$ cat src/logic/coef_bus_pkg.sv
package coef_bus_pkg;

    // top-level address, msb picks the stage
    localparam int BUS_ADDR_BITS = 4;
    localparam int STAGE_SEL_BIT = BUS_ADDR_BITS - 1;

    // register address inside one stage
    localparam int REG_ADDR_BITS = 3;

    localparam int BUS_DATA_BITS = 32;

    // register map of one coefficient bank
    // addresses 6 and 7 are unmapped
    typedef enum logic [REG_ADDR_BITS-1:0] {
        REG_B0     = 3'd0,
        REG_B1     = 3'd1,
        REG_B2     = 3'd2,
        REG_A1     = 3'd3,
        REG_A2     = 3'd4,
        REG_COMMIT = 3'd5
    } coef_reg_e;

    // router handshake states
    typedef enum logic [1:0] {
        BUS_IDLE,
        BUS_FORWARD,
        BUS_HOLD,
        BUS_RELEASE
    } bus_state_e;

endpackage

$ cat src/logic/coef_bus_if.sv
`timescale 1ns/1ns

// one four-phase register transfer, router to coefficient bank
interface coef_bus_if
    import coef_bus_pkg::*;
();

    // request side, held stable while req is high
    logic                     req;
    logic                     we;
    logic [REG_ADDR_BITS-1:0] addr;
    logic [BUS_DATA_BITS-1:0] wdata;

    // response side, rdata valid while ack is high
    logic [BUS_DATA_BITS-1:0] rdata;
    logic                     ack;

    modport master (
        output req, we, addr, wdata,
        input  rdata, ack
    );

    modport slave (
        input  req, we, addr, wdata,
        output rdata, ack
    );

endinterface

$ cat src/logic/coef_bus_router.sv
`timescale 1ns/1ns

module coef_bus_router
    import coef_bus_pkg::*;
(
    input  logic                     aclk,
    input  logic                     reset_i,
    // top-level four-phase slave
    input  logic                     bus_req_i,
    input  logic                     bus_we_i,
    input  logic [BUS_ADDR_BITS-1:0] bus_addr_i,
    input  logic [BUS_DATA_BITS-1:0] bus_wdata_i,
    output logic [BUS_DATA_BITS-1:0] bus_rdata_o,
    output logic                     bus_ack_o,
    // one master per stage
    coef_bus_if.master               bus_a,
    coef_bus_if.master               bus_b
);

    bus_state_e               state_q;
    // 0 picks stage a, 1 picks stage b
    logic                     sel_q;
    logic                     req_q;
    logic                     ack_q;
    logic                     we_q;
    logic [REG_ADDR_BITS-1:0] addr_q;
    logic [BUS_DATA_BITS-1:0] wdata_q;
    logic [BUS_DATA_BITS-1:0] rdata_q;
    // response of the selected stage
    logic                     slave_ack;
    logic [BUS_DATA_BITS-1:0] slave_rdata;

    assign slave_ack   = sel_q ? bus_b.ack : bus_a.ack;
    assign slave_rdata = sel_q ? bus_b.rdata : bus_a.rdata;

    // only the selected stage sees req
    assign bus_a.req   = req_q & ~sel_q;
    assign bus_b.req   = req_q & sel_q;
    // shared request payload
    assign bus_a.we    = we_q;
    assign bus_b.we    = we_q;
    assign bus_a.addr  = addr_q;
    assign bus_b.addr  = addr_q;
    assign bus_a.wdata = wdata_q;
    assign bus_b.wdata = wdata_q;

    assign bus_ack_o   = ack_q;
    assign bus_rdata_o = rdata_q;

    // handshake fsm
    always_ff @(posedge aclk) begin
        if (reset_i) begin
            state_q <= BUS_IDLE;
            sel_q   <= 1'b0;
            req_q   <= 1'b0;
            ack_q   <= 1'b0;
        end else begin
            case (state_q)
                BUS_IDLE: begin
                    // ack is low here, so a high req is a new transfer
                    if (bus_req_i) begin
                        sel_q   <= bus_addr_i[STAGE_SEL_BIT];
                        req_q   <= 1'b1;
                        state_q <= BUS_FORWARD;
                    end
                end
                BUS_FORWARD: begin
                    // wait for the stage to answer
                    if (slave_ack) begin
                        ack_q   <= 1'b1;
                        state_q <= BUS_HOLD;
                    end
                end
                BUS_HOLD: begin
                    // master releases first
                    if (!bus_req_i) begin
                        req_q   <= 1'b0;
                        state_q <= BUS_RELEASE;
                    end
                end
                BUS_RELEASE: begin
                    // stage drops ack, then we do
                    if (!slave_ack) begin
                        ack_q   <= 1'b0;
                        state_q <= BUS_IDLE;
                    end
                end
                default: state_q <= BUS_IDLE;
            endcase
        end
    end

    // request latch and read capture
    always_ff @(posedge aclk) begin
        if (state_q == BUS_IDLE && bus_req_i) begin
            we_q    <= bus_we_i;
            addr_q  <= bus_addr_i[REG_ADDR_BITS-1:0];
            wdata_q <= bus_wdata_i;
        end
        if (state_q == BUS_FORWARD && slave_ack) begin
            rdata_q <= slave_rdata;
        end
    end

endmodule
$ cat src/flat_wrapper.sv
// flat-port wrapper written by rule: the top's interface ports become plain ports
module coef_bus_router_flat import coef_bus_pkg::*;
  (aclk, reset_i, bus_req_i, bus_we_i, bus_addr_i, bus_wdata_i, bus_rdata_o, bus_ack_o, bus_a_req, bus_a_we, bus_a_addr, bus_a_wdata, bus_a_rdata, bus_a_ack, bus_b_req, bus_b_we, bus_b_addr, bus_b_wdata, bus_b_rdata, bus_b_ack);
  coef_bus_if bus_a_i ();
  coef_bus_if bus_b_i ();
  input  logic aclk;
  input  logic reset_i;
  input  logic bus_req_i;
  input  logic bus_we_i;
  input  logic [BUS_ADDR_BITS-1:0] bus_addr_i;
  input  logic [BUS_DATA_BITS-1:0] bus_wdata_i;
  output logic [BUS_DATA_BITS-1:0] bus_rdata_o;
  output logic bus_ack_o;
  output wire logic [$bits(bus_a_i.req)-1:0] bus_a_req;
  output wire logic [$bits(bus_a_i.we)-1:0] bus_a_we;
  output wire logic [$bits(bus_a_i.addr)-1:0] bus_a_addr;
  output wire logic [$bits(bus_a_i.wdata)-1:0] bus_a_wdata;
  input wire logic [$bits(bus_a_i.rdata)-1:0] bus_a_rdata;
  input wire logic [$bits(bus_a_i.ack)-1:0] bus_a_ack;
  output wire logic [$bits(bus_b_i.req)-1:0] bus_b_req;
  output wire logic [$bits(bus_b_i.we)-1:0] bus_b_we;
  output wire logic [$bits(bus_b_i.addr)-1:0] bus_b_addr;
  output wire logic [$bits(bus_b_i.wdata)-1:0] bus_b_wdata;
  input wire logic [$bits(bus_b_i.rdata)-1:0] bus_b_rdata;
  input wire logic [$bits(bus_b_i.ack)-1:0] bus_b_ack;
  assign bus_a_req = bus_a_i.req;
  assign bus_a_we = bus_a_i.we;
  assign bus_a_addr = bus_a_i.addr;
  assign bus_a_wdata = bus_a_i.wdata;
  assign bus_a_i.rdata = bus_a_rdata;
  assign bus_a_i.ack = bus_a_ack;
  assign bus_b_req = bus_b_i.req;
  assign bus_b_we = bus_b_i.we;
  assign bus_b_addr = bus_b_i.addr;
  assign bus_b_wdata = bus_b_i.wdata;
  assign bus_b_i.rdata = bus_b_rdata;
  assign bus_b_i.ack = bus_b_ack;
  coef_bus_router u_core (.aclk(aclk), .reset_i(reset_i), .bus_req_i(bus_req_i), .bus_we_i(bus_we_i), .bus_addr_i(bus_addr_i), .bus_wdata_i(bus_wdata_i), .bus_rdata_o(bus_rdata_o), .bus_ack_o(bus_ack_o), .bus_a(bus_a_i), .bus_b(bus_b_i));
endmodule
$ cat config.mk
export PLATFORM = sky130hd
export DESIGN_NAME = coef_bus_router_flat
export DESIGN_NICKNAME = d
export VERILOG_FILES = /design/src/logic/coef_bus_pkg.sv /design/src/logic/coef_bus_if.sv /design/src/logic/coef_bus_router.sv /design/src/flat_wrapper.sv
export SDC_FILE = /design/constraint.sdc
export NUM_CORES = 1
export LEC_CHECK = 0
export BUFFER_PORTS_ARGS = -buffer_cell sky130_fd_sc_hd__buf_2
export CAP_MARGIN = 40
export CORE_MARGIN = 5
export CORE_UTILIZATION = 42
export CTS_BUF_LIST = sky130_fd_sc_hd__clkbuf_8
export CTS_CLUSTER_DIAMETER = 120
export DETAILED_ROUTE_END_ITERATION = 16
export HOLD_SLACK_MARGIN = 0.12
export PLACE_DENSITY = 0.8
export SYNTH_ARGS = -nofsm -noshare
export SYNTH_HDL_FRONTEND = slang
export SYNTH_SLANG_ARGS = --single-unit
$ cat constraint.sdc
create_clock -name aclk -period 3.9 [get_ports aclk]
set_clock_uncertainty 0.2 [all_clocks]
set_input_delay 0.78 -clock aclk [delete_from_list [all_inputs] [get_ports aclk]]
set_output_delay 0.78 -clock aclk [all_outputs]
set_load 0.05 [all_outputs]
# == After elaboration in Yosys (flattened, before gate mapping) ==
# Index checks and enable logic that the tools add are counted.
# totals
regBits,73
inputBits,106
output_inout_bits,107
# classes
n_eq_ne,7
muxes,13
bitwise,3
reduce_logical,9
# ops
op,count
32-bit two-way mux,1
2-bit two-way mux,4
2-bit case mux with 4 select lines,1
"2-bit inequality test, second input constant",3
3-bit AND reduction,2
1-bit two-way mux,5
"2-bit equality test, second input constant",2
1-bit case mux with 2 select lines,2
4-bit AND reduction,1
2-bit nonzero test,2
1-bit bitwise AND,2
"2-bit by 1-bit equality test with 1-bit output, second input constant",1
1-bit logical AND,2
2-bit zero test,1
"2-bit by 1-bit inequality test with 1-bit output, second input constant",1
2-bit AND reduction,1
1-bit inverter,1

# == Logic depth before layout (Yosys ltp) ==
# depth
depth_word,3
ltp_mapped,5
mapped_depth_nobuf,5

# == Least setup slack after synthesis ==
# OpenSTA, ideal clock, no wires.
# synth_path
path_type,input to register
startpoint,input bus_a_ack
endpoint,"register u_core.rdata_q[0], in the netlist u_core.bus_rdata_o[0], enable pin"
t_arrival_ps,2354
required_ps,3274
slack_ps,920
cell_stages,2
path_buffers,0
path_cell_list,mux2i_2 -> nor2b_1
# synth_via
elab_chain_len,2
# synth_lines
element,line,text
"start, declared",flat_wrapper.sv:19,input wire logic [$bits(bus_a_i.ack)-1:0] bus_a_ack;
1-bit two-way mux,coef_bus_router.sv:33,assign slave_ack = sel_q ? bus_b.ack : bus_a.ack;
1-bit logical AND,coef_bus_router.sv:100,if (state_q == BUS_FORWARD && slave_ack) begin
"end signal, assigned",coef_bus_router.sv:101,rdata_q <= slave_rdata;
"end, declared",coef_bus_router.sv:28,logic [BUS_DATA_BITS-1:0] rdata_q;
# Every way passes these cells.
# A chain may end at the register's enable or synchronous reset.

# == Final worst setup path ==
# layout_path
startpoint,register u_core.sel_q
endpoint,output bus_b_req
# layout_via
elab_chain_len,1
# layout_lines
element,line,text
"start, declared",coef_bus_router.sv:22,logic sel_q;
"start signal, assigned",coef_bus_router.sv:62,sel_q <= bus_addr_i[STAGE_SEL_BIT];
1-bit bitwise AND,coef_bus_router.sv:38,assign bus_b.req = req_q & sel_q;
"end, declared",flat_wrapper.sv:20,output wire logic [$bits(bus_b_i.req)-1:0] bus_b_req;
# Every way passes these cells.

==> flow_results.xml <==
<?xml version="1.0" encoding="UTF-8"?>
<metrics>
  <group name="run_status">
    <metric name="run_status" unit="">complete, no violations</metric>
  </group>
  <group name="route">
    <metric name="route.vias.total" unit="">2105</metric>
    <metric name="drt_drc_violations_left" unit="">0</metric>
    <metric name="vias_per_cell" unit="">4.527</metric>
    <metric name="firstDrtPassIters" unit="">4</metric>
    <metric name="routed_wire_per_std_cell" unit="um">16.26</metric>
    <metric name="postRouteWirelength" unit="mm">7.559</metric>
    <metric name="first_iter_violations" unit="">53</metric>
    <metric name="ant_nets" unit="">0</metric>
  </group>
  <group name="yosys">
    <metric name="post_synth_fa_ha_maj_area_fraction" unit="%">2.460</metric>
    <metric name="post_synth_and_or_nand_nor_area_fraction" unit="%">1.968</metric>
    <metric name="unique_cell_type_count_in_the_yosys_netlist" unit="">24</metric>
    <metric name="synth_seq_area_share" unit="%">70.19</metric>
    <metric name="yosys_register_bits" unit="">73</metric>
    <metric name="synth_top_family_by_area" unit="">multiplexers</metric>
    <metric name="postSynthNetCount" unit="">288</metric>
    <metric name="share_of_async_settable_or_async_resettable_flops_after_synthesis" unit="%">0</metric>
    <metric name="synth_flop_cell" unit="">edfxtp_1</metric>
    <metric name="synth_compound_gate_area_share" unit="%">1.927</metric>
    <metric name="postSynthAreaPerCell" unit="um^2">17.34</metric>
    <metric name="yosysWarnings" unit="">0</metric>
    <metric name="edff_count_synth" unit="">68</metric>
    <metric name="synth-xor-area-share" unit="%">0</metric>
    <metric name="netlist_area" unit="um^2">3052</metric>
    <metric name="synthesis.instances" unit="">176</metric>
    <metric name="yosys-mux-area-fraction" unit="%">13.37</metric>
  </group>
  <group name="clock_network">
    <metric name="cts_made_buffers" unit="">9</metric>
    <metric name="tritoncts_clock_tree" unit="">yes</metric>
    <metric name="clkSinkCount" unit="">73</metric>
    <metric name="clockBufferDepth" unit="">2</metric>
    <metric name="clock_insertion_delay_worst_skew" unit="ps">330</metric>
    <metric name="post_cts_buffers" unit="">0</metric>
    <metric name="path_clk_slew" unit="ps">80</metric>
    <metric name="clk_root_buffer_cell" unit="">clkbuf_8</metric>
    <metric name="cts_max_level" unit="">3</metric>
    <metric name="cts_resized" unit="">0</metric>
    <metric name="post_cts_hold_buffer_count" unit="">0</metric>
  </group>
  <group name="worst_setup_path">
    <metric name="setup.worst_path.start_class" unit="">register</metric>
    <metric name="reg2reg_slack" unit="ps">1590</metric>
    <metric name="data_required_time_of_the_critical_path" unit="ps">2920</metric>
    <metric name="critPathBufInv" unit="">1</metric>
    <metric name="cells_traversed_along_the_worst_timing_path" unit="">and2_1 -&gt; buf_2</metric>
    <metric name="cpPeakStageDelay" unit="ps">860</metric>
    <metric name="reg2reg_depth" unit="">4</metric>
    <metric name="cp.arrival" unit="ps">1680</metric>
    <metric name="crit-reg2reg-capture" unit="">u_core.state_q[0]</metric>
    <metric name="crit_slowest_cell" unit="">dfxtp_2</metric>
    <metric name="worstSetupPathType" unit="">register to output pin</metric>
    <metric name="timing.critical_path.max_delay_family" unit="">flip-flops</metric>
    <metric name="worst_setup_path_end_kind" unit="">output pin</metric>
    <metric name="r2r-start" unit="">u_core.sel_q</metric>
    <metric name="worst-path-max-fanout" unit="">36</metric>
  </group>
  <group name="worst_hold_path">
    <metric name="worst_hold_path.num_cells" unit="">2</metric>
    <metric name="hold_wc_startpoint" unit="">u_core.bus_ack_o</metric>
    <metric name="end_point_of_the_worst_hold_path" unit="">u_core.bus_ack_o</metric>
    <metric name="timing.hold.worst.class" unit="">register to register</metric>
  </group>
  <group name="sta">
    <metric name="final.period_utilization" unit="%">68.32</metric>
    <metric name="layout_setup_ws" unit="ps">1236</metric>
    <metric name="worstMarginPinSlew" unit="ps">828.0</metric>
    <metric name="finalSetupTns" unit="ps">0</metric>
    <metric name="final_hold_vio_count" unit="">0</metric>
    <metric name="relSlewSlack" unit="%">44.80</metric>
    <metric name="rsz0062_at_grt" unit="">no</metric>
    <metric name="report.final.slew_viol_count" unit="">0</metric>
    <metric name="period_needed" unit="ps">2664</metric>
    <metric name="timing.fmax" unit="MHz">375.3</metric>
    <metric name="report.final.setup_viol" unit="">0</metric>
  </group>
  <group name="placement">
    <metric name="dp.final_hpwl" unit="mm">5.978</metric>
    <metric name="io_buffer_count" unit="">212</metric>
    <metric name="placement.cell_area" unit="um^2">3956</metric>
    <metric name="dpl.cell_count" unit="">448</metric>
    <metric name="place_ws" unit="ps">1359</metric>
    <metric name="routabilityCongestion" unit="">0.7750</metric>
  </group>
  <group name="run">
    <metric name="drv_cap" unit="">0</metric>
  </group>
  <group name="power_and_ir_drop">
    <metric name="leakage" unit="nW">1.879</metric>
    <metric name="pwr_density" unit="nW/um^2">773.5</metric>
    <metric name="vdd.ir_drop.worst" unit="mV">0.2546</metric>
  </group>
  <group name="die">
    <metric name="coreArea" unit="um^2">7176</metric>
    <metric name="floorplan.die.width" unit="um">95.24</metric>
    <metric name="design.portCount" unit="">213</metric>
    <metric name="floorplan.die_area" unit="um^2">9071</metric>
    <metric name="floorplan.die.height" unit="um">95.24</metric>
    <metric name="initial_utilization" unit="%">42.53</metric>
    <metric name="core.rowCount" unit="">31</metric>
  </group>
  <group name="finish">
    <metric name="area_growth" unit="%">37.68</metric>
    <metric name="layout_cells_sized_above_1" unit="%">72.40</metric>
    <metric name="num-nets-final" unit="">473</metric>
    <metric name="most-common-layout-cells" unit="">buf_2, edfxtp_1, mux2_2</metric>
    <metric name="diodes" unit="">0</metric>
    <metric name="most_frequent_standard_cell_in_the_layout_excluding_fill_and_tap_cells" unit="">buf_2</metric>
    <metric name="final_area" unit="um^2">4202</metric>
    <metric name="stdcell_count" unit="">465</metric>
  </group>
  <group name="global_route">
    <metric name="grt.overflow.total" unit="">0</metric>
    <metric name="largest_net_degree_at_the_start_of_global_routing" unit="">38</metric>
    <metric name="initial_antenna_violation_count" unit="">0</metric>
    <metric name="grt_use_total" unit="%">16.08</metric>
    <metric name="number_of_global_route_vias_before_repair" unit="">2160</metric>
    <metric name="grt_pass1_wl" unit="mm">10.56</metric>
  </group>
</metrics>
==> cells in the mapped netlist, types with 2 or more instances <==
cell / instances / share of area, %
edfxtp_1: 68 / 67
buf_2: 3 / 0.49
ha_1: 6 / 2.5
and2_1: 2 / 0.41
nor2_1: 2 / 0.25
mux2_2: 32 / 12
a21oi_1: 2 / 0.33
inv_1: 3 / 0.37
dfxtp_1: 5 / 3.3
mux2i_1: 2 / 0.66
mux2i_2: 2 / 0.90
buf_4: 36 / 8.9
nor2b_1: 2 / 0.41
==> final cells by class <==
| class | count | area (um^2) |
|---|---|---|
| repair buffers | 214 | 1096 |
| inverters | 3 | 11.26 |
| well taps | 99 | 123.9 |
| multi-input cells | 60 | 609.3 |
| fillers | 582 | 2974 |
| clock inverters | 7 | 93.84 |
| flip-flops and latches | 73 | 2143 |
| clock buffers | 9 | 123.9 |
==> report_power, final <==
| group | leakage (nW) | internal [W] | total [W] | switching, W |
|---|---|---|---|---|
| Clock | 0.107 | 0.000360 | 0.000642 | 0.000282 |
| Combinational | 1.09 | 0.000325 | 0.00143 | 0.00110 |
| Sequential | 0.677 | 0.00109 | 0.00118 | 0.0000899 |
| Total | 1.88 | 0.00177 | 0.00325 | 0.00148 |
==> cells by family (layout without fill, tap and decap cells) <==
kind of cell / after synthesis / after routing
flops: 73 / 73
simple gates: 10 / 10
mux: 36 / 36
fa+ha+maj: 6 / 6
compound gates: 8 / 8
buf+inv: 43 / 233
==> worst max-delay path by stage <==
stage                             endpoint  cells past startpoint  slack [ps]         start
finish                           bus_b_req                      2        1240  u_core.sel_q
global route                     bus_b_req                      2        1110  u_core.sel_q
CTS                              bus_b_req                      2        1170  u_core.sel_q
detailed placement  u_core.bus_rdata_o[22]                      2        1360  u_core.sel_q
global placement    u_core.bus_rdata_o[27]                      2        1500  u_core.sel_q
floorplan            u_core.bus_rdata_o[0]                      2         920     bus_a_ack
==> state kept, by name, indices dropped and copies added, names as in the netlist <==
| register | count |
|---|---|
| u_core.bus_a.addr | 3 |
| u_core.bus_a.wdata | 32 |
| u_core.sel_q | 1 |
| u_core.bus_a.we | 1 |
| u_core.req_q | 1 |
| u_core.state_q | 2 |
| u_core.bus_ack_o | 1 |
| u_core.bus_rdata_o | 32 |
==> worst register-to-register path, stage by stage (launching register included) <==
cell and delay (ps):
dfxtp_2 860, mux2i_2 440, mux2i_2 360, a21oi_1 120, a311oi_1 240
==> layer usage <==
| layer | vias up | part of all wire (%) | global-route usage (%) |
|---|---|---|---|
| li1 | 982 | - | - |
| met1 | 967 | 32 | 15.17 |
| met2 | 141 | 55 | 30.67 |
| met3 | 15 | 10 | 4.736 |
| met4 | 0 | 2.2 | 8.654 |
| met5 | - | 0 | 0 |
==> per-stage QoR <==
step	total power (W)	utilization, %	hold slack [ps]
2_1_floorplan	0.002377	-	290.5
3_3_place_gp	0.002581	55.14	257.1
3_5_place_dp	0.002619	55.14	265.9
4_1_cts	0.003260	58.17	276.2
5_1_grt	0.003384	58.55	302.4
6_report	0.003250	58.55	285.5
Power figures use the tool's default switching activity.
