<file path="src/logic/biquad_pkg.sv">
package biquad_pkg;

    // sample format, signed integer samples
    localparam int SAMPLE_BITS = 12;
    // samples carried on each clock
    localparam int NSAMP = 8;

    // coefficient format, signed Q3.14
    localparam int COEF_BITS = 18;
    localparam int COEF_FRAC = 14;

    // full-precision sum of five products
    // three guard bits cover the five-term sum
    localparam int ACC_BITS = COEF_BITS + SAMPLE_BITS + 3;

    typedef logic signed [SAMPLE_BITS-1:0] sample_t;

    // element 0 is the oldest sample of the clock
    typedef sample_t [NSAMP-1:0] sample_vec_t;

    typedef logic signed [COEF_BITS-1:0] coef_t;

    // one stage's coefficients
    typedef struct packed {
        coef_t b0;
        coef_t b1;
        coef_t b2;
        coef_t a1;
        coef_t a2;
    } coef_set_t;

    // saturation limits of the output
    localparam sample_t SAMPLE_MAX = sample_t'(2047);
    localparam sample_t SAMPLE_MIN = sample_t'(-2048);

    // 1.0 in coefficient format
    localparam coef_t COEF_UNITY = coef_t'(1 << COEF_FRAC);

    // pass-through set, b0 = 1.0 and the rest zero
    localparam coef_set_t COEF_SET_PASS = '{COEF_UNITY, '0, '0, '0, '0};

endpackage

</file>
<file path="src/logic/coef_bus_pkg.sv">
package coef_bus_pkg;

    // top-level address, msb picks the stage
    localparam int BUS_ADDR_BITS = 4;
    localparam int STAGE_SEL_BIT = BUS_ADDR_BITS - 1;

    // register address inside one stage
    localparam int REG_ADDR_BITS = 3;

    localparam int BUS_DATA_BITS = 32;

    // register map of one coefficient bank
    // addresses 6 and 7 are unmapped
    typedef enum logic [REG_ADDR_BITS-1:0] {
        REG_B0     = 3'd0,
        REG_B1     = 3'd1,
        REG_B2     = 3'd2,
        REG_A1     = 3'd3,
        REG_A2     = 3'd4,
        REG_COMMIT = 3'd5
    } coef_reg_e;

    // router handshake states
    typedef enum logic [1:0] {
        BUS_IDLE,
        BUS_FORWARD,
        BUS_HOLD,
        BUS_RELEASE
    } bus_state_e;

endpackage

</file>
<file path="src/logic/coef_bus_if.sv">
`timescale 1ns/1ns

// one four-phase register transfer, router to coefficient bank
interface coef_bus_if
    import coef_bus_pkg::*;
();

    // request side, held stable while req is high
    logic                     req;
    logic                     we;
    logic [REG_ADDR_BITS-1:0] addr;
    logic [BUS_DATA_BITS-1:0] wdata;

    // response side, rdata valid while ack is high
    logic [BUS_DATA_BITS-1:0] rdata;
    logic                     ack;

    modport master (
        output req, we, addr, wdata,
        input  rdata, ack
    );

    modport slave (
        input  req, we, addr, wdata,
        output rdata, ack
    );

endinterface

</file>
<file path="src/logic/biquad_coef_regs.sv">
`timescale 1ns/1ns

module biquad_coef_regs
    import biquad_pkg::*;
    import coef_bus_pkg::*;
(
    input  logic      aclk,
    input  logic      reset_i,
    coef_bus_if.slave bus,
    // active set, feeds the stage
    output coef_set_t coef_o
);

    coef_set_t                shadow_q;
    coef_set_t                active_q;
    logic                     ack_q;
    logic [BUS_DATA_BITS-1:0] rdata_q;
    coef_reg_e                reg_sel;
    coef_t                    wr_coef;
    // first cycle of a transfer
    logic                     start;

    // sign-extend a coefficient to bus width
    function automatic logic [BUS_DATA_BITS-1:0] sign_extend(input coef_t c);
        return {{(BUS_DATA_BITS-COEF_BITS){c[COEF_BITS-1]}}, c};
    endfunction

    assign reg_sel = coef_reg_e'(bus.addr);
    // low bits of wdata only
    assign wr_coef = coef_t'(bus.wdata[COEF_BITS-1:0]);
    assign start   = bus.req & ~ack_q;

    assign bus.ack   = ack_q;
    assign bus.rdata = rdata_q;
    assign coef_o    = active_q;

    // ack follows req one cycle later, both edges
    always_ff @(posedge aclk) begin
        if (reset_i) begin
            ack_q <= 1'b0;
        end else if (start) begin
            ack_q <= 1'b1;
        end else if (!bus.req && ack_q) begin
            ack_q <= 1'b0;
        end
    end

    // shadow writes and commit
    always_ff @(posedge aclk) begin
        if (reset_i) begin
            shadow_q <= COEF_SET_PASS;
            active_q <= COEF_SET_PASS;
        end else if (start && bus.we) begin
            case (reg_sel)
                REG_B0:     shadow_q.b0 <= wr_coef;
                REG_B1:     shadow_q.b1 <= wr_coef;
                REG_B2:     shadow_q.b2 <= wr_coef;
                REG_A1:     shadow_q.a1 <= wr_coef;
                REG_A2:     shadow_q.a2 <= wr_coef;
                // whole set moves at once, same edge as ack
                REG_COMMIT: active_q <= shadow_q;
                // unmapped, write ignored
                default: ;
            endcase
        end
    end

    // readback of the shadow set
    always_ff @(posedge aclk) begin
        if (start) begin
            case (reg_sel)
                REG_B0:  rdata_q <= sign_extend(shadow_q.b0);
                REG_B1:  rdata_q <= sign_extend(shadow_q.b1);
                REG_B2:  rdata_q <= sign_extend(shadow_q.b2);
                REG_A1:  rdata_q <= sign_extend(shadow_q.a1);
                REG_A2:  rdata_q <= sign_extend(shadow_q.a2);
                // commit and unmapped read zero
                default: rdata_q <= '0;
            endcase
        end
    end

endmodule

</file>
<file path="src/flat_wrapper.sv">
// flat-port wrapper written by rule: the top's interface ports become plain ports
module biquad_coef_regs_flat import biquad_pkg::*; import coef_bus_pkg::*;
  (aclk, reset_i, coef_o, bus_req, bus_we, bus_addr, bus_wdata, bus_rdata, bus_ack);
  coef_bus_if bus_i ();
  input  logic aclk;
  input  logic reset_i;
  output coef_set_t coef_o;
  input wire logic [$bits(bus_i.req)-1:0] bus_req;
  input wire logic [$bits(bus_i.we)-1:0] bus_we;
  input wire logic [$bits(bus_i.addr)-1:0] bus_addr;
  input wire logic [$bits(bus_i.wdata)-1:0] bus_wdata;
  output wire logic [$bits(bus_i.rdata)-1:0] bus_rdata;
  output wire logic [$bits(bus_i.ack)-1:0] bus_ack;
  assign bus_i.req = bus_req;
  assign bus_i.we = bus_we;
  assign bus_i.addr = bus_addr;
  assign bus_i.wdata = bus_wdata;
  assign bus_rdata = bus_i.rdata;
  assign bus_ack = bus_i.ack;
  biquad_coef_regs u_core (.aclk(aclk), .reset_i(reset_i), .bus(bus_i), .coef_o(coef_o));
endmodule
</file>
<file path="config.mk">
export PLATFORM = sky130hd
export DESIGN_NAME = biquad_coef_regs_flat
export DESIGN_NICKNAME = d
export VERILOG_FILES = /design/src/logic/biquad_pkg.sv /design/src/logic/coef_bus_pkg.sv /design/src/logic/coef_bus_if.sv /design/src/logic/biquad_coef_regs.sv /design/src/flat_wrapper.sv
export SDC_FILE = /design/constraint.sdc
export NUM_CORES = 1
export LEC_CHECK = 0
export ABC_AREA = 1
export BUFFER_PORTS_ARGS = -buffer_cell sky130_fd_sc_hd__buf_4
export CAP_MARGIN = 5
export CORE_MARGIN = 8
export CORE_UTILIZATION = 30
export CTS_BUF_LIST = sky130_fd_sc_hd__clkbuf_8
export DETAILED_ROUTE_END_ITERATION = 10
export SLEW_MARGIN = 25
export SYNTH_ARGS = -nofsm -noshare
export SYNTH_HDL_FRONTEND = slang
export SYNTH_SLANG_ARGS = --single-unit
</file>
<file path="constraint.sdc">
create_clock -name aclk -period 3.9 [get_ports aclk]
set_clock_uncertainty 0.15 [all_clocks]
set_input_delay 0.195 -clock aclk [delete_from_list [all_inputs] [get_ports aclk]]
set_output_delay 0.195 -clock aclk [all_outputs]
set_load 0.1 [all_outputs]
</file>
# ---- Word-level counts from Yosys, hierarchy flattened
# Index checks and enable logic that the tools add are counted.
dict set report op_classes {
  n_addsub 0
  multipliers 0
  div 0
  magnitude_cmp 0
  n_eq_ne 5
  shift 0
  n_mux 3
  n_bitwise 2
  reduce_logical 11
}
# cell n
set op_table {}
lappend op_table {{32-bit case mux with 5 select lines} 1}
lappend op_table {{2-bit AND reduction} 6}
lappend op_table {{3-bit by 2-bit == test with 1-bit output (second input constant)} 2}
lappend op_table {{3-bit == test (second input constant)} 2}
lappend op_table {{3-bit by 1-bit == test with 1-bit output (second input constant)} 1}
lappend op_table {{3-bit zero test} 1}
lappend op_table {{1-bit logical AND} 2}
lappend op_table {{1-bit two-way mux} 2}
lappend op_table {{2-bit nonzero test} 1}
lappend op_table {{1-bit AND} 1}
lappend op_table {{1-bit zero test} 1}
lappend op_table {{1-bit NOT} 1}
dict set report totals {
  regBits 213
  latch_bits 0
  ram_bits 0
  mem_bits_ro 0
  inputBits 39
  output_inout_bits 123
  wordCells 33
  memories 0
}

# ---- Longest topological paths before layout
# Gate-level depths: netlist of run 1.
dict set report logic_depth {
  depth_word 4
  ltp_mapped 10
  ltp_nobuf 8
}

# ---- Worst setup path before layout of run 1
# No wires, ideal clock.
dict set report synth_timing {
  kind {register to register}
  from {reg u_core.ack_q, in the netlist u_core.bus.ack}
  to {reg u_core.active_q (netlist bit u_core.coef_o[51])}
  setup_time_ns 0.115
  t_arrival_ns 2.453
  required_ns 3.635
  path_slack_ns 1.182
  stages_incl_launch_ff 10
  path_buffers 2
  period_less_slack_ns 2.718
  cell_sequence {dfxtp_1 > inv_1 > ha_1 > nand2_2 > nor2_4 > buf_2 > buf_2 > nand3_1 > nand2_1 > nor2_1}
}
dict set report synth_between {
  elab_chain_cells 4
}
# item line_no
set synth_lines {}
lappend synth_lines {{from (decl)} biquad_coef_regs.sv:16} ;# logic ack_q;
lappend synth_lines {{from (signal assigned)} biquad_coef_regs.sv:40} ;# ack_q <= 1'b0;
lappend synth_lines {{from (signal assigned)} biquad_coef_regs.sv:42} ;# ack_q <= 1'b1;
lappend synth_lines {{from (signal assigned)} biquad_coef_regs.sv:44} ;# ack_q <= 1'b0;
lappend synth_lines {{1-bit NOT} biquad_coef_regs.sv:31} ;# assign start = bus.req & ~ack_q;
lappend synth_lines {{1-bit AND} biquad_coef_regs.sv:31}
lappend synth_lines {{named net u_core.start} biquad_coef_regs.sv:21} ;# logic start;
lappend synth_lines {{1-bit logical AND} biquad_coef_regs.sv:53} ;# end else if (start && bus.we) begin
lappend synth_lines {{2-bit AND reduction (no source line)} --}
lappend synth_lines {{to (signal assigned)} biquad_coef_regs.sv:61} ;# REG_COMMIT: active_q <= shadow_q;
lappend synth_lines {{to (decl)} biquad_coef_regs.sv:15} ;# coef_set_t active_q;
# The timed path passes the listed nets, and every way through them passes these cells.
# A chain may end at the register's enable or synchronous reset.

# ---- Worst setup path in the final report of run 1
dict set report layout_timing {
  from {reg u_core.ack_q, in the netlist u_core.bus.ack}
  to {reg u_core.active_q (netlist bit u_core.coef_o[52])}
}
# Same word-level chain as after synthesis.

==> out/metrics.cfg, run 1 <==
[detailed_routing]
ant_nets = 0
dr.pass1.iters = 5
num_vias = 8025
drcViolationCount = 0
viasPerCell = 4.56
dr.first_iter.drc_count = 565
wirelength_um = 28700
wl_per_cell_um = 16.3

[place]
dp_hpwl_um = 20000
placed_cells = 1709
place_congestion = 0.889
io_buffers = 147

[cts]
clkTransAtPathRegs_ns = 0.10
cts_made_buffers = 17
cts_buffer_depth = 2
htree_num_levels = 4
clockRootBuffer = clkbuf_8
cts.sink_count = 199
clkLatencyLatePin_ns = 0.49
post_cts_buffers = 0
cts_tree = built

[timing]
totalNegativeSetupSlack_ns = 0
finalCriticalPeriod_ns = 2.26
max_clock_freq_mhz = 442
fin_crit_sh_pct = 58.0
relSlewSlack_pct = 33.0
setup_viol = 0
holdWs_ns = 0.0943
slew_viol_final = 0
finalHoldViolCount = 0
tightest_slew_ns = 1.00
rsz0062_at_grt = no

[critical_path]
cp.arrival_ns = 2.50
cp-start-kind = flop
r2r_slack_ns = 1.64
crit_family = simple AND/OR/NAND/NOR gates
end_kind = flop
cp_max_fo = 108
path_cells = inv_1, ha_1, nand2_2, nor2_4, buf_6, nand3b_1, nand2_1, nor2_1
path_class = flop to flop
slowest_delay_ns = 0.61
cp.required_ns = 4.14
path_buf_inv = 2
critPathSlowestCell = buf_6

[die]
row_count = 62
core_um2 = 28700
start_util_pct = 30.5
die_height_um = 187
ios = 162
die_w_um = 187
die_area_um2 = 34900

[pwr]
vdd_drop_max_mv = 0.175
total_power_mw = 4.38
p_per_area_nw_per_um2 = 414
p_leak_nw = 4.75

[finish]
final_util_pct = 36.9
drive_above_1_share_pct = 14.8
fillers = 3133
fin_cells = 1760
antennaDiodeCount = 0
seq_area_um2 = 4160
areaGrowthSynthToFinish_pct = 20.8
final_common_cell = nor2_1
final_cell_mix = nor2_1, nand2_1, dfxtp_1, buf_4, nand3_1
multi_input_area_um2 = 3860
nNetsFinal = 1403

[min_path]
hold_path_class = primary input to flop

[logic_synthesis]
ys_warn_count = 0
syn_nets = 1301
ys_ff_latch = 199
synth_area_per_cell_um2 = 6.95
netlist_area_um2 = 8760
yosysUniqueCellTypes = 22
synthCells = 1261
yosysSeqAreaShare_pct = 47.5

[run]
maxCapViolCount = 0

[grt]
grt_max_degree = 109
grt_antenna_before_repair = 0
grt_util_all_layers_pct = 16.0
grt_pass1_vias = 7561
grt_first_pass_wirelength_um = 44200
grt_remaining_overflow = 0

[run_status]
outcome = complete, no violations

-- layout make-up --
type                       count  share of cell area [%]
multi-input combinational    900                    36.5
inverter                      67                    2.40
clock buffer                  18                    2.34
clock inverter                14                    1.52
timing repair buffer         178                    13.3
tap                          384                    4.54
sequential                   199                    39.3
-- synthesized netlist by cell type (all sizes together) --
master	number	share of area, %
a21oi	1	0.057
nor2	394	17
edfxtp	18	6.2
nand2	300	13
nand3	123	7.1
clkbuf	13	0.56
ha	1	0.14
nand3b	60	5.1
buf	82	4.9
nand4	19	1.4
clkinv	2	0.086
inv	65	2.8
o21ai	2	0.11
dfxtp	181	41
-- power by group --
group          switching [mW]  leakage [nW]  internal [mW]  total, mW
Clock                   0.762         0.207          0.647       1.41
Combinational           0.642          2.90          0.169      0.812
Sequential             0.0364          1.64           2.12       2.16
-- cell families (layout without fill, tap and decap cells) --
group | Yosys count | in the layout | synth area share (%)
buffers and inverters | 162 | 277 | 8.37
AO/OA/AOI/OAI | 3 | 3 | 0.171
adder cells (fa/ha/maj) | 1 | 1 | 0.143
flip-flops | 199 | 199 | 47.5
AND/OR/NAND/NOR | 896 | 896 | 43.8
-- stage by stage --
stage | setup WS (ns) | cell area [µm²]
2_1_floorplan | 1.18 | 8760
3_3_place_gp | 1.36 | 9980
3_5_place_dp | 1.32 | 9980
4_1_cts | 1.42 | 10600
5_1_grt | 1.49 | 10600
6_report | 1.64 | 10600
-- registers in the layout, indices dropped and copies added, names as in the netlist --
name / count
u_core.bus.rdata: 18
u_core.bus.ack: 1
u_core.coef_o: 90
u_core.shadow_q: 90
-- worst paths after layout --
kind | start | depth (start not counted) | to
worst max-delay path | u_core.bus.ack | 8 | u_core.coef_o[52]
worst min-delay path | reset_i | 4 | u_core.shadow_q[76]
worst max register to register | u_core.bus.ack | 8 | u_core.coef_o[52]
worst min register to register | u_core.coef_o[69] | 2 | u_core.coef_o[69]
-- tightest hold or removal path: stages --
cell     delay [ns]
buf_4          0.09
inv_4          0.22
nand2_1        0.15
nor2_1         0.03
-- what timing repair did --
item / 4_1_cts / 5_1_grt
hold endpoints to repair: 37 / 0
gates resized for setup: 0 / 0
hold buffers: 19 / 0
-- per-layer routing --
layer	global-route usage, %	share of wire, %
met1	22.0	48
met3	3.41	5.5
met4	5.13	2.2
met2	24.7	44
met5	0	0
Power figures use the tool's default switching activity.
==> run 2, diff against run 1 <==
==> constraint.sdc (replaced) <==
create_clock -name aclk -period 1.9 [get_ports aclk]
set_clock_uncertainty 0.15 [all_clocks]
set_input_delay 0.095 -clock aclk [delete_from_list [all_inputs] [get_ports aclk]]
set_output_delay 0.095 -clock aclk [all_outputs]
set_load 0.1 [all_outputs]
==> out/metrics.cfg, run 2 (synthesis results as in run 1) <==
[cts]
clockRootBuffer = clkbuf_8
clkTransAtPathRegs_ns = 0.11  ; about the same
clkLatencyLatePin_ns = 0.48  ; about the same
cts_tree = built
cts.sink_count = 199  ; unchanged
cts_made_buffers = 17  ; unchanged
cts_buffer_depth = 2  ; unchanged
htree_num_levels = 4  ; unchanged

[pwr]
vdd_drop_max_mv = 0.391  ; +120%
p_per_area_nw_per_um2 = 844  ; +100%
total_power_mw = 9.20  ; +110%
p_leak_nw = 4.89  ; +3.1%

[finish]
final_util_pct = 38.0  ; +1.1 points
antennaDiodeCount = 0  ; unchanged
final_common_cell = nor2_1
drive_above_1_share_pct = 16.2  ; +1.4 points
fin_cells = 1781  ; +1.2%
final_cell_mix = nor2_1, nand2_1, dfxtp_1, buf_4, nand3_1
nNetsFinal = 1424  ; +1.5%
final_cell_area_um2 = 10900  ; +2.9%
areaGrowthSynthToFinish_pct = 24.4

[die]
row_count = 62  ; unchanged
ios = 162  ; unchanged
core_um2 = 28700  ; unchanged
die_height_um = 187  ; unchanged
start_util_pct = 30.5  ; unchanged
die_area_um2 = 34900  ; unchanged
die_w_um = 187  ; unchanged

[timing]
setup_viol = 0  ; unchanged
relSlewSlack_pct = 67.5  ; +34 points
rsz0062_at_grt = no
max_clock_freq_mhz = 559  ; +26%
finalHoldViolCount = 0  ; unchanged
totalNegativeSetupSlack_ns = 0  ; unchanged
fin_crit_sh_pct = 94.1  ; +36 points
finalCriticalPeriod_ns = 1.79  ; -0.472 ns
tightest_slew_ns = 0.487  ; -0.518 ns
slew_viol_final = 0  ; unchanged

[critical_path]
cp_max_fo = 6  ; -94%
end_kind = flop
cp.required_ns = 2.16  ; -1.98 ns
cp.arrival_ns = 2.05  ; -0.45 ns
path_class = flop to flop
cp-start-kind = flop

[grt]
grt_antenna_before_repair = 0  ; unchanged
grt_remaining_overflow = 0  ; unchanged
grt_first_pass_wirelength_um = 44900  ; +1.7%
grt_pass1_vias = 7702  ; +1.9%
grt_util_all_layers_pct = 16.2  ; +0.23 points
grt_max_degree = 99  ; -9.2%

[place]
place_area_um2 = 10200  ; +2.4%
place_congestion = 0.885  ; -0.41%
dp_hpwl_um = 20800  ; +4.0%
placed_cells = 1725  ; +0.94%
io_buffers = 147  ; unchanged

[run_status]
outcome = complete, no violations

[detailed_routing]
wl_per_cell_um = 16.1  ; -0.95%
num_vias = 8038  ; +0.16%
wirelength_um = 28700  ; +0.23%
viasPerCell = 4.51  ; -1.0%
dr.pass1.iters = 5  ; unchanged
ant_nets = 0  ; unchanged
drcViolationCount = 0  ; unchanged
dr.first_iter.drc_count = 682  ; +21%

[min_path]
hold_path_class = primary input to flop

[run]
maxCapViolCount = 0  ; unchanged

[run 2: critical path, cell delays in order (launching register included)]
cell and delay [ns]:
dfxtp_4 0.36, inv_2 0.07, ha_4 0.17, nand2_8 0.08, nor2_2 0.20, dlygate4sd3_1 0.58, nor2_1 0.04, nor2_1 0.09
[run 2: path summary, 6_finish.rpt]
path	start	end	slack [ns]	depth (start not counted)
max	u_core.bus.ack	u_core.shadow_q[34]	0.11	7
min	bus_addr[1]	u_core.coef_o[86]	0.07	5
max reg2reg	u_core.bus.ack	u_core.shadow_q[34]	0.11	7
min reg2reg	u_core.coef_o[69]	u_core.coef_o[69]	0.33	2
[run 2: routing by layer]
layer	routed length [µm]	share of wire [%]	vias up	global-route usage, %
met2	13000	45	246	26.0
met3	1840	6.4	20	3.28
met5	0	0	-	0
met4	319	1.1	0	3.42
met1	13600	47	3625	22.4
li1	-	-	4147	-
[run 2: metrics by stage]
step,hold WS (ns),setup slack (ns)
after global routing,0.111,0.0220
after global placement,0.176,0.207
after floorplan,0.0799,0.00262
after CTS,0.0325,0.107
final,0.0658,0.111
after detailed placement,0.181,0.153
[run 2: area by class of cell]
type                            instances  area (µm²)
Fill cell                            3164       17800
Timing Repair Buffer                  199        1670
Tap cell                              384         480
Clock inverter                         14         184
Sequential cell                       199        4170
Clock buffer                           18         248
Multi-Input combinational cell        900        3890
Inverter                               67         254
[run 2: timing repair]
item | in CTS | in global routing
buffers inserted | 0 | 0
gates resized for setup | 0 | 0
endpoints found under the hold margin | 124 | 0
hold buffers | 24 | 0
[run 2: power by group]
part	switching, mW	leakage, nW	internal (mW)
Combinational	1.33	3.03	0.394
Sequential	0.0840	1.65	4.36
Clock	1.65	0.219	1.38
